<file path="config.mk">
export PLATFORM = sky130hd
export DESIGN_NAME = video_out_top
export DESIGN_NICKNAME = d
export VERILOG_FILES = /design/src/logic/prom_pkg.sv /design/src/logic/video_pkg.sv /design/src/logic/colour_mixer.sv /design/src/logic/palette_prom.sv /design/src/logic/prom_loader.sv /design/src/logic/video_out_top.sv /design/src/logic/video_timing.sv
export SDC_FILE = /design/constraint.sdc
export NUM_CORES = 1
export LEC_CHECK = 0
export ABC_AREA = 1
export ABC_CLOCK_PERIOD_IN_PS = 3300
export BUFFER_PORTS_ARGS = -buffer_cell sky130_fd_sc_hd__buf_2
export CORE_MARGIN = 5
export CORE_UTILIZATION = 45
export CTS_CLUSTER_DIAMETER = 80
export DETAILED_ROUTE_END_ITERATION = 16
export GPL_ROUTABILITY_DRIVEN = 0
export PLACE_DENSITY = 0.64
export SLEW_MARGIN = 20
export SYNTH_ARGS = -nofsm -noshare
export SYNTH_HDL_FRONTEND = slang
export SYNTH_SLANG_ARGS = --single-unit
</file>
<file path="constraint.sdc">
create_clock -name clk -period 3.3 [get_ports clk]
set_clock_uncertainty 0.1 [all_clocks]
set_input_delay 0.33 -clock clk [delete_from_list [all_inputs] [get_ports clk]]
set_output_delay 0.33 -clock clk [all_outputs]
set_load 0.1 [all_outputs]
</file>
<file path="src/logic/prom_pkg.sv">
// colour PROM geometry and loader encodings, imported by the loader, mixer and PROM blocks
package prom_pkg;

    // each colour PROM holds 32 bytes
    parameter int PROM_DEPTH = 32;
    parameter int PROM_AW    = 5;

    // target PROM, also the bit position in the one-hot write enable
    typedef enum logic [1:0] {
        PROM_BAK,   // stream bytes 0..31
        PROM_OBJ,   // stream bytes 32..63
        PROM_TXT    // stream bytes 64..95
    } prom_sel_e;

    // loader FSM states
    typedef enum logic {
        IDLE,
        LOAD
    } loader_state_e;

endpackage

</file>
<file path="src/logic/video_pkg.sv">
// video path types shared by the colour mixer, timing generator and top level; import where needed
package video_pkg;

    // one colour PROM entry, 3-3-2 layout as stored by the host
    typedef struct packed {
        logic [2:0] red;
        logic [2:0] green;
        logic [1:0] blue;
    } colour_t;

    // output pixel, blue widened to 3 bits
    typedef struct packed {
        logic [2:0] red;
        logic [2:0] green;
        logic [2:0] blue;   // lsb always zero
    } rgb_t;

    // per-pixel codes from the tile and sprite engines
    typedef struct packed {
        logic [4:0] bakc;   // background colour code
        logic [4:0] objc;   // object colour code
        logic [1:0] objv;   // nonzero -> object pixel present
        logic [4:0] txtc;   // text colour code
        logic       txtv;   // active low text present
    } layer_codes_t;

    // raster position and blanking levels
    typedef struct packed {
        logic [8:0] hcount;
        logic [8:0] vcount;
        logic       hblank;
        logic       vblank;
    } video_timing_t;

    // layer that wins the priority for one pixel
    typedef enum logic [1:0] {
        LAYER_NONE,
        LAYER_TXT,
        LAYER_OBJ,
        LAYER_BAK
    } layer_e;

endpackage

</file>
<file path="src/logic/colour_mixer.sv">
// looks up the three layer colours, applies text > object > background priority, drives rgb
`timescale 1ns/1ps

module colour_mixer
    import video_pkg::*, prom_pkg::*;
(
    input  logic               clk,
    input  logic               arst_n,
    input  logic               pxl_cen,
    input  video_timing_t      timing,
    input  layer_codes_t       layers,
    input  logic [2:0]         prom_we,      // from loader, one-hot
    input  logic [PROM_AW-1:0] prom_addr,
    input  colour_t            prom_wdata,
    output rgb_t               rgb
);

    colour_t bak_rgb;
    colour_t obj_rgb;
    colour_t txt_rgb;
    colour_t pick;       // entry of the latched winner
    layer_e  layer_sel;  // aligned with the PROM read registers

    // background
    palette_prom u_prom_bak (
        .clk     (clk),
        .cen     (pxl_cen),
        .we      (prom_we[PROM_BAK]),
        .wr_addr (prom_addr),
        .rd_addr (layers.bakc),
        .wdata   (prom_wdata),
        .q       (bak_rgb)
    );

    // objects, single 8-bit PROM
    palette_prom u_prom_obj (
        .clk     (clk),
        .cen     (pxl_cen),
        .we      (prom_we[PROM_OBJ]),
        .wr_addr (prom_addr),
        .rd_addr (layers.objc),
        .wdata   (prom_wdata),
        .q       (obj_rgb)
    );

    // text
    palette_prom u_prom_txt (
        .clk     (clk),
        .cen     (pxl_cen),
        .we      (prom_we[PROM_TXT]),
        .wr_addr (prom_addr),
        .rd_addr (layers.txtc),
        .wdata   (prom_wdata),
        .q       (txt_rgb)
    );

    // priority latched with the lookup
    always_ff @(posedge clk or negedge arst_n) begin
        if (!arst_n) begin
            layer_sel <= LAYER_NONE;
        end else if (pxl_cen) begin
            if (!layers.txtv) begin
                layer_sel <= LAYER_TXT;
            end else if (|layers.objv) begin
                layer_sel <= LAYER_OBJ;
            end else if (!timing.hblank && !timing.vblank) begin
                layer_sel <= LAYER_BAK;   // only background gets blanked
            end else begin
                layer_sel <= LAYER_NONE;
            end
        end
    end

    always_comb begin
        case (layer_sel)
            LAYER_TXT: pick = txt_rgb;
            LAYER_OBJ: pick = obj_rgb;
            LAYER_BAK: pick = bak_rgb;
            default:   pick = '0;   // black
        endcase
    end

    // output register, second pixel stage
    always_ff @(posedge clk or negedge arst_n) begin
        if (!arst_n) begin
            rgb <= '0;
        end else if (pxl_cen) begin
            rgb.red   <= pick.red;
            rgb.green <= pick.green;
            rgb.blue  <= {pick.blue, 1'b0};   // 2 bits stretched to 3
        end
    end

    a_blue_lsb: assert property (@(posedge clk) disable iff (!arst_n) rgb.blue[0] == 1'b0);

endmodule

</file>
<file path="src/logic/palette_prom.sv">
// 32x8 colour PROM with a host write port and a read register clocked by the pixel enable
`timescale 1ns/1ps

module palette_prom
    import prom_pkg::*, video_pkg::*;
(
    input  logic               clk,
    input  logic               cen,      // pixel enable, read side only
    input  logic               we,
    input  logic [PROM_AW-1:0] wr_addr,
    input  logic [PROM_AW-1:0] rd_addr,
    input  colour_t            wdata,
    output colour_t            q
);

    colour_t mem [PROM_DEPTH];

    // contents start out black until the host stream arrives
    initial begin
        for (int i = 0; i < PROM_DEPTH; i++) begin
            mem[i] = '0;
        end
    end

    // host side, runs at full clock rate
    always_ff @(posedge clk) begin
        if (we) begin
            mem[wr_addr] <= wdata;
        end
    end

    // pixel side lookup
    always_ff @(posedge clk) begin
        if (cen) begin
            q <= mem[rd_addr];   // holds between enables
        end
    end

endmodule

</file>
<file path="src/logic/prom_loader.sv">
// splits the host byte stream into sequential writes to the bak, obj and txt colour PROMs
`timescale 1ns/1ps

module prom_loader
    import prom_pkg::*, video_pkg::*;
(
    input  logic               clk,
    input  logic               arst_n,
    input  logic               prog_start,   // restarts the stream at byte 0
    input  logic               prog_valid,   // one byte per strobe
    input  logic [7:0]         prog_data,
    output logic [2:0]         prom_we,      // one-hot, bit order bak obj txt
    output logic [PROM_AW-1:0] prom_addr,
    output colour_t            prom_wdata,
    output logic               prog_done
);

    localparam int LAST_BYTE = 3 * PROM_DEPTH - 1;   // 95

    loader_state_e state;
    logic [6:0]    byte_cnt;
    prom_sel_e     prom_sel;

    // upper counter bits pick the PROM
    assign prom_sel = prom_sel_e'(byte_cnt[6:5]);

    // control path
    always_ff @(posedge clk or negedge arst_n) begin
        if (!arst_n) begin
            state     <= IDLE;
            byte_cnt  <= '0;
            prog_done <= 1'b0;
            prom_we   <= '0;
        end else begin
            prom_we <= '0;   // single-cycle write pulse
            if (prog_start) begin
                state     <= LOAD;
                byte_cnt  <= '0;
                prog_done <= 1'b0;
            end else if (state == LOAD && prog_valid) begin
                prom_we[prom_sel] <= 1'b1;
                byte_cnt          <= byte_cnt + 7'd1;
                if (byte_cnt == 7'(LAST_BYTE)) begin
                    state     <= IDLE;   // text PROM full
                    prog_done <= 1'b1;   // held until next start
                end
            end
        end
    end

    // write payload, follows the enable by construction
    always_ff @(posedge clk) begin
        if (state == LOAD && prog_valid && !prog_start) begin
            prom_addr  <= byte_cnt[PROM_AW-1:0];
            prom_wdata <= colour_t'(prog_data);
        end
    end

    // at most one PROM written per clock
    a_we_onehot: assert property (@(posedge clk) disable iff (!arst_n) $onehot0(prom_we));

    // done only after leaving LOAD
    a_done_idle: assert property (@(posedge clk) disable iff (!arst_n)
        !(prog_done && state == LOAD));

endmodule

</file>
<file path="src/logic/video_out_top.sv">
// colour output stage top, wires timing generator, PROM loader and colour mixer together
`timescale 1ns/1ps

module video_out_top
    import video_pkg::*, prom_pkg::*;
#(
    parameter int h_total   = 384,
    parameter int h_visible = 256,
    parameter int v_total   = 264,
    parameter int v_visible = 224,
    parameter int pxl_div   = 2
) (
    input  logic          clk,
    input  logic          arst_n,
    input  logic          prog_start,
    input  logic          prog_valid,
    input  logic [7:0]    prog_data,
    input  layer_codes_t  layers,       // sampled on pxl_cen
    output rgb_t          rgb,
    output video_timing_t timing,
    output logic          pxl_cen,
    output logic          prog_done
);

    logic [2:0]         prom_we;
    logic [PROM_AW-1:0] prom_addr;
    colour_t            prom_wdata;

    video_timing #(
        .h_total   (h_total),
        .h_visible (h_visible),
        .v_total   (v_total),
        .v_visible (v_visible),
        .pxl_div   (pxl_div)
    ) u_timing (
        .clk     (clk),
        .arst_n  (arst_n),
        .pxl_cen (pxl_cen),
        .timing  (timing)
    );

    prom_loader u_loader (
        .clk        (clk),
        .arst_n     (arst_n),
        .prog_start (prog_start),
        .prog_valid (prog_valid),
        .prog_data  (prog_data),
        .prom_we    (prom_we),
        .prom_addr  (prom_addr),
        .prom_wdata (prom_wdata),
        .prog_done  (prog_done)
    );

    colour_mixer u_mixer (
        .clk        (clk),
        .arst_n     (arst_n),
        .pxl_cen    (pxl_cen),
        .timing     (timing),
        .layers     (layers),
        .prom_we    (prom_we),
        .prom_addr  (prom_addr),
        .prom_wdata (prom_wdata),
        .rgb        (rgb)
    );

endmodule

</file>
<file path="src/logic/video_timing.sv">
// pixel enable divider plus raster counters and blanking levels for the colour output stage
`timescale 1ns/1ps

module video_timing
    import video_pkg::*;
#(
    parameter int h_total   = 384,
    parameter int h_visible = 256,
    parameter int v_total   = 264,
    parameter int v_visible = 224,
    parameter int pxl_div   = 2      // clocks per pixel, 2 or more
) (
    input  logic          clk,
    input  logic          arst_n,
    output logic          pxl_cen,
    output video_timing_t timing
);

    localparam int DIV_W = $clog2(pxl_div);

    logic [DIV_W-1:0] div_cnt;
    logic [8:0]       h_next;
    logic [8:0]       v_next;

    // clock divider, pulse lands pxl_div clocks after reset release
    always_ff @(posedge clk or negedge arst_n) begin
        if (!arst_n) begin
            div_cnt <= '0;
            pxl_cen <= 1'b0;
        end else begin
            pxl_cen <= (div_cnt == DIV_W'(pxl_div - 1));
            if (div_cnt == DIV_W'(pxl_div - 1)) begin
                div_cnt <= '0;
            end else begin
                div_cnt <= div_cnt + 1'b1;
            end
        end
    end

    // next raster position
    always_comb begin
        h_next = timing.hcount;
        v_next = timing.vcount;
        if (pxl_cen) begin
            if (timing.hcount == 9'(h_total - 1)) begin
                h_next = '0;   // end of line
                if (timing.vcount == 9'(v_total - 1)) begin
                    v_next = '0;   // end of frame
                end else begin
                    v_next = timing.vcount + 9'd1;
                end
            end else begin
                h_next = timing.hcount + 9'd1;
            end
        end
    end

    // blanking derived from next counts so it lines up with them
    always_ff @(posedge clk or negedge arst_n) begin
        if (!arst_n) begin
            timing <= '0;
        end else begin
            timing.hcount <= h_next;
            timing.vcount <= v_next;
            timing.hblank <= (h_next >= 9'(h_visible));
            timing.vblank <= (v_next >= 9'(v_visible));
        end
    end

    a_h_range: assert property (@(posedge clk) disable iff (!arst_n)
        timing.hcount < 9'(h_total));

endmodule

</file>
* Yosys cells after proc, flatten, opt, wreduce, memory -nomap -nowiden
Memories as Yosys holds them, arrays and structs flattened. A register that Yosys moved wholly into a read port is not among the register bits.
Cells that the tools add are included.
** Operators by class
- Add/sub/neg operators :: 4
- Multipliers :: 0
- Divide/modulo/power cells :: 0
- Magnitude comparators :: 4
- Equal/unequal tests :: 6
- Shift-type cells :: 0
- Mux-type cells :: 28
- Bitwise gates (word level) :: 0
- Reductions and logical operators :: 11
** Operators with widths (number)
- $mux W9 :: 5
- $pmux W8 S3 :: 1
- $add A9 B1 Y9 const B :: 2
- $eq A9 B9 Y1 const B :: 2
- $mux W1 :: 14
- $mux W7 :: 2
- $ge A9 B8 Y1 const B :: 1
- $ge A9 B9 Y1 const B :: 1
- $add A7 B1 Y7 const B :: 1
- $eq A7 B7 Y1 const B :: 1
- $mux W2 :: 3
- $mux W3 :: 2
- $eq A2 B2 Y1 const B :: 2
- $logic_and A1 B1 Y1 :: 4
- $reduce_bool A2 Y1 :: 2
- $logic_not A1 Y1 :: 3
- $lt A2 B3 Y1 const B :: 1
- $demux W1 S2 :: 1
- $eq A2 B1 Y1 const B :: 1
- $ge A2 B1 Y1 const B :: 1
- $reduce_and A2 Y1 :: 1
- $reduce_or A2 Y1 :: 1
- $add A1 B1 Y1 const B :: 1
** Word-level totals
- Register bits after elaboration :: 57
- Bits in latches :: 0
- Bits in writable memories :: 768
- Bits in read-only memories :: 0
- Logic and storage cells :: 74
- Memories :: 3
** Memory list
- u_mixer.u_prom_bak.mem :: depth 32, width 8, rd ports 1, clocked after Yosys merged registers in 1, write ports 1, RTL line palette_prom.sv:16 : colour_t mem [PROM_DEPTH];
- u_mixer.u_prom_obj.mem :: depth 32, width 8, rd ports 1, clocked after Yosys merged registers in 1, write ports 1, RTL line palette_prom.sv:16
- u_mixer.u_prom_txt.mem :: depth 32, width 8, rd ports 1, clocked after Yosys merged registers in 1, write ports 1, RTL line palette_prom.sv:16

* Logic depth before layout (Yosys ltp)
Gate-level depths: netlist (run 1).
- Depth in word-level cells :: 6
- Mapped depth :: 11
- Depth with buffers taken out :: 10

* Cells and area by module
From an unflattened synthesis (run 1), not the netlist that was laid out.
** Unflattened totals
- Cell total of the unflattened synthesis :: 3067
- Area, all modules :: 35271.3 µm²
** Modules (own cells, without submodules)
- palette_prom :: instances 3, cells an instance 922, area each 10866.7 µm², sequential area each 7927.6 µm²
- video_timing :: instances 1, cells an instance 137, area each 1082.3 µm², sequential area each 525.5 µm²
- prom_loader :: instances 1, cells an instance 78, area each 962.2 µm², sequential area each 690.7 µm²
- colour_mixer :: instances 1, cells an instance 86, area each 626.9 µm², sequential area each 250.2 µm²

* Worst setup path after synthesis (run 1)
No wires, ideal clock.
- Kind :: reg2reg
- Start point :: reg u_timing.pxl_cen
- End point :: reg, netlist name u_timing.timing[6]
- Setup time :: 0.160 ns
- Arrival :: 2.460 ns
- Required time :: 3.040 ns
- Path slack :: 0.580 ns
- Cell stages (with the launch flop) :: 8
- Buffers on the path :: 1
- Cells stage by stage :: dfrtp_1 > buf_4 > nand2_4 > nor2_8 > nand3_4 > nor2_8 > nand3_2 > xnor2_1
** Between the ends
- Word-level cells in the longest chain between the ends :: 1
** Ends and longest elaborated chain
- start, declared :: RTL line video_timing.sv:15 : output logic pxl_cen,
- start signal, assigned :: RTL line video_timing.sv:31 : pxl_cen <= (div_cnt == DIV_W'(pxl_div - 1));
- $mux W9 :: RTL line video_timing.sv:44 : if (pxl_cen) begin
- via u_timing.v_next[4] :: RTL line video_timing.sv:23 : logic [8:0] v_next;
The timed path passes the listed nets, and every way through them passes these cells.
A chain may end at the register's enable or synchronous reset.

* Worst setup path after layout (run 1)
- Start point :: reg u_loader.prom_addr[1]
- End point :: mem u_mixer.u_prom_txt.mem[8][1] (netlist bit), enable pin
** RTL lines
- start, declared :: RTL line prom_loader.sv:13 : output logic [PROM_AW-1:0] prom_addr,
- start signal, assigned :: RTL line prom_loader.sv:54 : prom_addr <= byte_cnt[PROM_AW-1:0];
- end, declared :: RTL line palette_prom.sv:16
Straight into the memory's write port.

==> results summary, run 1 <==
The run finished with clean final reports. The H-tree depth came out at 3. The critical path in this run is classified as reg -> reg.

The total CTS buffers is 87. The worst setup margin came out at 0.735 ns. For this block, the initial DRC count from the detailed router was 2662. In this run the deepest clock path goes through 3 buffers. The core outline area is about 77000 µm².

Sequential cells burn 51.7% of the power. The total nets after synthesis came out at 3095. The leakage power of the design is 14.9 nW. The area enclosed by the die boundary is 82900 µm². OpenSTA, run right after detailed placement, puts the worst setup slack at 0.844 ns.

The first-pass detailed-route iteration total is 6. STA puts the critical path data required time at 3.46 ns. The placement row count came out at around 100. The clock transition time at the flip-flop clock pins of the worst setup and hold paths came out at ~0.060 ns. The relative area change from synthesis to final layout came out at 13.4%. The power density over the cells is 584 nW/µm².

Setup repair after global routing left no endpoint under its margin. The count of unresolved DRC violations after routing came out at 0. The setup slack of the most critical reg-to-reg path came out at about 0.73 ns. Entering global routing, the biggest net connects 129 pins. The count of buffers from port buffering is 59. The critical path's largest stage delay came out at 0.83 ns. 61 I/O pins were placed. The highest net fanout along the worst path is 8. The number of post-CTS setup repair buffers is 0. In this run, synthesis produced a sequential element count of between 800 and 900.

The switching power came out at 5.12 mW. The post-detailed-route count of antenna-violating nets is 0. The top cell types in the final layout, fill and taps aside, are 1201 x sky130_fd_sc_hd__nand2_1, 805 x sky130_fd_sc_hd__edfxtp_1, 597 x sky130_fd_sc_hd__nand3_1. After detailed routing, the average wire length per cell comes to 20.6 µm.

The cell-internal power is 17.9 mW. The overall die height came out at 288 µm. The number of vias per cell after detailed routing came out at roughly 5.4. For the pin with the worst max-slew slack, the measured transition is 0.983 ns.

The sum of buffers and inverters on the critical path came out at 0. The gate count after technology mapping came out at between 3000 and 4000. The detailed-route wire length is around 90000 µm. The overall routing resource usage came out at 20.8%. The type of the worst min-delay path is in -> reg. The launch instance of the worst register-to-register path is u_loader.prom_addr[1]. The count of final hold-check violations is 0.

The distinct cell type count of the synthesized netlist is 36. For this run, the number of standard cells in the final layout without fillers is 4259. The post-synthesis cell area came out at 34800 µm².

The endpoint identified for the worst register-to-register timing path is u_mixer.u_prom_txt.mem[8][1]. The tool flagged a number of max-cap violations equal to 0. The peak supply drop came out at 0.428 mV. Fill cells in the final layout number around 6700.

The worst setup path is captured at a flip-flop. The number of global-route vias before repair is between 20000 and 25000. The cell that appears most often on the critical path is sky130_fd_sc_hd__nor2_1. On the critical path the largest part of the delay comes from simple AND/OR/NAND/NOR gates. The normalized max-slew margin is between 30% and 40%. Yosys printed 0 warnings. The share of the cycle needed by the critical path after routing came out at 77.7%. The fraction of power consumed by the clock network is between 40% and 50%. The number of antenna violations at the first check in global routing is 0. The number of gates on the worst path with buffers counted came out at 3. The signal arrival time at the worst endpoint is 2.73 ns. The post-route minimum period came out at ~2.6 ns. The worst reg2reg path depth is 3. The cell count after placement is 4085. 0 antenna diodes ended up in the layout. The critical path starts at u_loader.prom_addr[1].

The net count of the finished layout is 3183. STA classifies the critical path startpoint as a flip-flop. The total overflow left after global routing is 0. Setup total negative slack on the finished layout was measured at 0 ns.

The count of vias placed by the detailed router came out at about 23000. The clock sink total came out at 848. Summing the sequential cell areas from Yosys gives 72.7% of the chip area. Net switching is 22.2% of the power. The fraction of layout instances using a drive strength above 1 is 9.47%.

The sum of net half-perimeters after detailed placement came out at slightly above 50000 µm. The starting density of the core is roughly 45%. The clock root buffer master is sky130_fd_sc_hd__clkbuf_16. TritonCTS built the clock tree. Leaving out fill and tap cells, the most frequent cell in the layout is sky130_fd_sc_hd__nand2_1. Setup violations remaining at the end of the flow were counted as 0. After synthesis, the mean cell area works out to 11.4 µm². The last element of the critical path is u_mixer.u_prom_txt.mem[8][1]. The global-route wire length before repair came out at about 130000 µm. The share of power burned in combinational logic is 5.7%. The total count of max-transition violations in the final report was 0. The maximum frequency from static timing analysis is ~0.39 GHz.

The clock latency on the worst-skew pair is 0.64 ns. The die extent in x came out at 288 µm. Walking the worst path, the cells encountered are nor2_1, nand2_1, nor2_1. The slowest stage of the critical path is the sky130_fd_sc_hd__nor2_1 cell.
==> layout make-up <==
| class | count | area (µm²) | area share [%] |
|---|---|---|---|
| repair buffers | 170 | 1350 | 3.43 |
| clock buffers | 99 | 2240 | 5.69 |
| inverters | 61 | 234 | 0.594 |
| clock inverters | 59 | 593 | 1.50 |
| well taps | 1040 | 1300 | 3.30 |
| flip-flops and latches | 848 | 25300 | 64.1 |
| multi-input cells | 1982 | 8450 | 21.4 |
==> synthesized netlist by cell type <==
cell type / n / area share [%]
sky130_fd_sc_hd__nand2_1: 1201 / 13
sky130_fd_sc_hd__edfxtp_1: 805 / 70
sky130_fd_sc_hd__nand3_1: 597 / 8.6
sky130_fd_sc_hd__buf_2: 101 / 1.5
sky130_fd_sc_hd__nor2_1: 99 / 1.1
sky130_fd_sc_hd__inv_1: 54 / 0.58
sky130_fd_sc_hd__clkbuf_1: 47 / 0.51
sky130_fd_sc_hd__dfrtp_1: 43 / 3.1
sky130_fd_sc_hd__nor3_1: 35 / 0.50
sky130_fd_sc_hd__buf_4: 17 / 0.37
sky130_fd_sc_hd__o21ai_0: 10 / 0.14
sky130_fd_sc_hd__a21oi_1: 8 / 0.12
sky130_fd_sc_hd__buf_1: 6 / 0.065
sky130_fd_sc_hd__inv_2: 5 / 0.054
sky130_fd_sc_hd__xor2_1: 4 / 0.10
sky130_fd_sc_hd__ha_1: 3 / 0.11
sky130_fd_sc_hd__nand3b_1: 3 / 0.065
sky130_fd_sc_hd__nand4_1: 2 / 0.036
sky130_fd_sc_hd__nor2_8: 2 / 0.12
sky130_fd_sc_hd__or2_1: 2 / 0.036
sky130_fd_sc_hd__or2_2: 2 / 0.036
sky130_fd_sc_hd__xnor2_1: 2 / 0.050
sky130_fd_sc_hd__a22o_1: 1 / 0.025
sky130_fd_sc_hd__clkinv_1: 1 / 0.011
sky130_fd_sc_hd__clkinv_2: 1 / 0.014
sky130_fd_sc_hd__conb_1: 1 / 0.011
sky130_fd_sc_hd__nand2_2: 1 / 0.018
sky130_fd_sc_hd__nand2_4: 1 / 0.032
sky130_fd_sc_hd__nand3_2: 1 / 0.029
sky130_fd_sc_hd__nand3_4: 1 / 0.050
sky130_fd_sc_hd__nand4_4: 1 / 0.061
sky130_fd_sc_hd__nor2_2: 1 / 0.018
sky130_fd_sc_hd__nor2_4: 1 / 0.032
sky130_fd_sc_hd__nor3_2: 1 / 0.029
sky130_fd_sc_hd__o21bai_1: 1 / 0.022
sky130_fd_sc_hd__o22ai_1: 1 / 0.018
==> what timing repair did <==
item	in CTS	in global routing
hold buffers	16	0
gates resized for setup	0	0
hold endpoints to repair	50	0
==> flip-flops by register name, indices dropped and copies added, names as in the netlist, 2 cells and up, named ones only <==
name / flops
u_loader.byte_cnt: 7
u_mixer.u_prom_obj.mem: 256
u_mixer.u_prom_txt.q: 8
u_mixer.layer_sel: 2
u_timing.timing: 12
u_mixer.u_prom_obj.q: 8
u_mixer.u_prom_bak.mem: 256
u_loader.prom_wdata: 8
u_loader.prom_we: 3
u_mixer.u_prom_bak.q: 8
u_loader.prom_addr: 5
u_mixer.u_prom_txt.mem: 256
u_mixer.rgb: 8
==> power by group through the flow <==
stage	Clock, mW	Sequential [mW]	Combinational, mW
2_1_floorplan	0	12.2	0.739
3_3_place_gp	0	12.1	1.28
3_5_place_dp	0	12.1	1.29
4_1_cts	9.94	11.9	1.31
5_1_grt	10.4	11.9	1.44
6_report	9.82	11.9	1.31
==> worst min-delay path, delay by kind of cell <==
| family | cells | cell delay [ns] |
|---|---|---|
| simple gates | 2 | 0.16 |
| buf+inv | 1 | 0.18 |
==> logic make-up after synthesis <==
family                     count (synthesis)  share of synthesized area, %
buffers and inverters                    232                          3.06
AOI/OAI and AO/OA                         21                         0.324
xor gates and xnor gates                   6                         0.151
DFF                                      848                          72.7
and+or+nand+nor                         1951                          23.7
adders and majority gates                  3                         0.108
other                                      1                        0.0108
==> per-layer routing <==
metal	part of all wire, %	vias up	global-route usage [%]	routed length (µm)
li1	-	10730	-	-
met2	47	918	33.2	41200
met3	8.1	147	3.62	7060
met1	42	11012	29.9	37100
met4	2.5	0	5.62	2220
met5	0	-	0	0
==> metrics by stage <==
| stage | power (mW) | hold WS (ns) | cell area, µm² | util [%] |
|---|---|---|---|---|
| after floorplan | 12.9 | -0.0656 | 34800 | - |
| after global placement | 13.4 | 0.261 | 36400 | 47.2 |
| after detailed placement | 13.4 | 0.262 | 36400 | 47.3 |
| after CTS | 23.1 | 0.0137 | 39400 | 51.1 |
| after global routing | 23.7 | 0.0659 | 39400 | 51.1 |
| final | 23.0 | 0.0475 | 39400 | 51.1 |
==> worst min path at each step <==
| stage | to | start | cells past startpoint |
|---|---|---|---|
| after floorplan | asynchronous set/reset pin | arst_n | 0 |
| after global placement | u_timing.pxl_cen | u_timing.div_cnt | 0 |
| after detailed placement | u_timing.pxl_cen | u_timing.div_cnt | 0 |
| after CTS | u_mixer.layer_sel[0] | layers[0] | 4 |
| after global routing | u_mixer.layer_sel[0] | layers[0] | 4 |
| final | u_mixer.u_prom_bak.q[0] | layers[17] | 3 |
(Power assumes the default switching activity.)
==> inputs of run 2 (changes only) <==
- ABC_AREA: 1 -> 0
- ABC_CLOCK_PERIOD_IN_PS: 3300 -> 2300
- PLACE_DENSITY: 0.64 -> 0.67
- clock period: 3.3 -> 2.3 ns (I/O delays scaled with it)
==> run 2 against run 1 <==
Clock power up 38%. Clock-buffer cell count is 17 higher. Critical path type unchanged. Worst setup slack got worse by 0.70 ns. Total power rose by 39%. Combinational power increased by 8%. Register-to-register slack got worse by 0.70 ns. Synthesized area fell by 5.0%. Highest routed layer unchanged. Worst hold slack improved by 0.085 ns. First-iteration DRC count down 34%. Largest power group unchanged. Non-clock buffer count increased by 52.
==> results summary, run 2 <==
The flow ran to the end, and the final reports show no timing, DRC or antenna violations. The worst reg2reg path depth is 3. The share of flip-flops with an asynchronous set or reset came out at under 10%. The transition time at the pin with the least slew margin is about 0.75 ns. The maximum frequency from static timing analysis is 0.442 GHz. The post-route minimum period came out at 2.26 ns. Hold timing on the final database bottoms out at a slack of 0.132 ns.

The post-synthesis share of cell area spent on xor and xnor gates is less than 1%. In this run the remaining antenna-violating nets after routing total 0. The global-route wire length before repair came out at 110000 µm. The clock passes through at most 3 buffers. The antenna diode instance count came out at 0. Entering global routing, the biggest net connects 81 pins. The worst setup path is captured at a flip-flop. The number of warnings issued by yosys is 0. The number of antenna violations at the first check in global routing came out at 0. The routed length per placed instance is 25.7 µm. The initial DRC count came out at ~1800.

The distinct cell type count of the synthesized netlist is 48. The post-synthesis cell area came out at ~33000 µm². The clock drives 848 sinks. Leaving out fill and tap cells, the most frequent cells in the layout are 805 x sky130_fd_sc_hd__edfxtp_1, 168 x sky130_fd_sc_hd__mux4_2, 114 x sky130_fd_sc_hd__buf_4. The gate count after technology mapping came out at 1639. The final net count came out at 1892.

The number of maximum-capacitance violations came out at 0. Once layout is done, the placed cells without fillers occupy roughly 39000 µm². The starting density of the core is 45.3%.

The count of unresolved DRC violations after routing came out at 0. The critical path's largest stage delay is 0.55 ns. The leakage power of the design is 12.6 nW. The clock tree from TritonCTS is done. The type of origin of the critical path is a flip-flop.

The total global routing overflow came out at 0. The cell depth of the worst min-delay path came out at 4. The first-pass detailed-route iteration total came out at 5. The synthesized netlist devotes between 4 and 5% of its cell area to simple gates. From bottom edge to top edge, the die measures 281 µm. The cell count after placement came out at 2713. The total count of max-transition violations in the final report is 0. The floorplan has 99 rows.

Setup repair after global routing left no endpoint under its margin. The total nets after synthesis came out at about 1700. In the routed layout, each cell is associated on average with a via count of ~5.8. The highest net fanout along the worst path is 9.

The type of the worst min-delay path is in -> reg. The routed design has approximately 74000 µm of wire. The endpoint required time on the critical path came out at 2.51 ns.

The count of vias placed by the detailed router came out at 16735. For the worst-skew pair, the clock arrives at the later sink with an insertion delay of 0.67 ns. The top cell type by total area after synthesis is sky130_fd_sc_hd__edfxtp_1. The filler-free cell count of the finished design is 2890. The count of final hold-check violations is 0. By area, the combinational part of the netlist is dominated by multiplexers. The final setup violation count is 0. The library cell used most frequently in the layout, excluding fill and tap cells, is sky130_fd_sc_hd__edfxtp_1. The largest individual stage delay along the critical path comes from the cell sky130_fd_sc_hd__or3b_2. Sequential elements use 76.5% of the synthesized area. The count of buffers from port buffering came out at 59.

The number of clock buffers added by TritonCTS is 86. The fraction of layout instances using a drive strength above 1 came out at 29.6%. The layout has 5638 filler cells. The relative area change from synthesis to final layout is 16.7%. Summing the areas of all compound-gate instances in the mapped netlist gives 3.57% of the synthesized area.

For this design the ratio of total power to cell area is 831 nW/µm². By area the synthesized netlist is led by sky130_fd_sc_hd__edfxtp_1 73%, sky130_fd_sc_hd__mux4_2 11%, sky130_fd_sc_hd__dfrtp_1 3.3%, sky130_fd_sc_hd__and2_1 1.8%, sky130_fd_sc_hd__mux2_2 1.6%. The mean instance size in the synthesized netlist came out at a little over 20 µm².

By count the netlist is led by 805 x sky130_fd_sc_hd__edfxtp_1, 168 x sky130_fd_sc_hd__mux4_2, 95 x sky130_fd_sc_hd__and2_1. The primary flip-flop cell chosen by synthesis mapping is sky130_fd_sc_hd__edfxtp_1. The normalized max-slew margin came out at 49.8%. The post-synthesis share of cell area spent on full adders, half adders and majority gates came out at less than 1%. The peak supply drop is approximately 0.5 mV. The I/O pin count is 61. The number of storage elements in the synthesis netlist is 848. The sum of net half-perimeters after detailed placement came out at 47600 µm. The synthesized design devotes to its leading area cell type 73.2% of total area. The core outline area is 72800 µm². For this run, the total global-route usage over all layers was measured as 18.7%.

The largest registers in the layout are u_mixer.u_prom_bak.mem (256), u_mixer.u_prom_obj.mem (256), u_mixer.u_prom_txt.mem (256). The final cell utilization of the core is a little over half. The die covers 78900 µm².

The signal arrival time at the worst endpoint came out at 2.47 ns. In this run, synthesis inferred 805 flip-flops with an integrated enable. The signal on the critical path passes through or3b_2, nor2_1, and2_1. By instance count, the leading cell after synthesis is sky130_fd_sc_hd__edfxtp_1. The share of synthesized area spent on multiplexers is between 10% and 20%. The number of global-route vias before repair came out at 16792. CTS built an H-tree with a depth of 3. The critical path in this run is classified as reg -> reg.

The final critical path takes up a little over nine tenths of the cycle. Once placement finished, the instance area stood at 35600 µm². Clock-pin slew was measured on the worst setup and hold paths at 0.06 ns. Measured along the x axis, the die boundary spans 281 µm. Clock tree synthesis selected as its root buffer the cell sky130_fd_sc_hd__clkbuf_16.

In the final timing run, aggregate negative setup slack is 0 ns.
## run 2: cell types whose count changed after synthesis, sizes merged, moves of 29 or more
cell   change
mux4     +168
buf       -60
a22oi     +48
mux2      +48
o22ai     +47
inv       -56
nor2      -35
nand2   -1158
nand3    -595
nor3      -29
and2      +95
## run 2: layout make-up
type	count	area (µm²)	share of cell area, %
inverters	4	15.0	0.0390
repair buffers	222	2010	5.21
flip-flops and latches	848	25300	65.6
multi-input cells	697	7310	19.0
clock inverters	44	452	1.17
clock buffers	116	2270	5.90
well taps	959	1200	3.11
## run 2: path summary, 6_finish.rpt
kind | start | end | slack [ns]
setup / recovery | u_loader.prom_addr[2] | u_mixer.u_prom_bak.mem[10][4] | 0.04
hold / removal | layers[17] | u_mixer.u_prom_bak.q[1] | 0.13
setup reg to reg | u_loader.prom_addr[2] | u_mixer.u_prom_bak.mem[10][4] | 0.04
hold reg to reg | u_timing.div_cnt | u_timing.pxl_cen | 0.30
max in group asynchronous | arst_n | u_timing.pxl_cen | 0.32
min in group asynchronous | arst_n | asynchronous set/reset pin | 0.57
## run 2: routing by layer
| metal | share of wire, % | global-route usage [%] | up-vias | routed length [µm] |
|---|---|---|---|---|
| met5 | 0 | 0 | - | 0 |
| met4 | 2.4 | 5.45 | 0 | 1750 |
| met3 | 7.1 | 2.77 | 108 | 5250 |
| met2 | 48 | 29.5 | 692 | 35700 |
| met1 | 42 | 27.6 | 8774 | 31500 |
| li1 | - | - | 7161 | - |
## run 2: critical path, delay by kind of cell (launching register included)
kind / cells / cell delay (ns)
AND/OR/NAND/NOR: 3 / 1.30
flip-flops: 1 / 0.50
## run 2: where the power goes
group          switching (mW)  total (mW)  internal, mW
clock network            5.78        13.6          7.79
logic                   0.852        1.41         0.554
registers              0.0888        17.0          16.9
total                    6.72        32.0          25.3
## run 2: repair_timing
| action | in CTS | in global routing |
|---|---|---|
| hold buffers | 17 | 0 |
| hold endpoints to repair | 65 | 0 |
| gates resized for setup | 0 | 6 |
| setup endpoints to repair | 0 | 42 |
| setup buffers | 0 | 0 |
## run 2: per-stage QoR
stage / setup slack [ns] / total power, mW
floorplan: 0.00245 / 18.2
global placement: 0.0605 / 18.7
detailed placement: 0.0419 / 18.7
CTS: 0.0238 / 32.3
global route: 0.00730 / 33.0
finish: 0.0362 / 32.0
## run 2: cells by family (layout without fill, tap and decap cells)
| kind of cell | after synthesis | after routing |
|---|---|---|
| AND/OR/NAND/NOR | 275 | 275 |
| buffers and inverters | 94 | 386 |
| flip-flops | 848 | 848 |
| XOR/XNOR | 15 | 15 |
| AO/OA/AOI/OAI | 178 | 178 |
| multiplexers | 225 | 225 |
| other | 1 | 1 |
| adder cells (fa/ha/maj) | 3 | 3 |
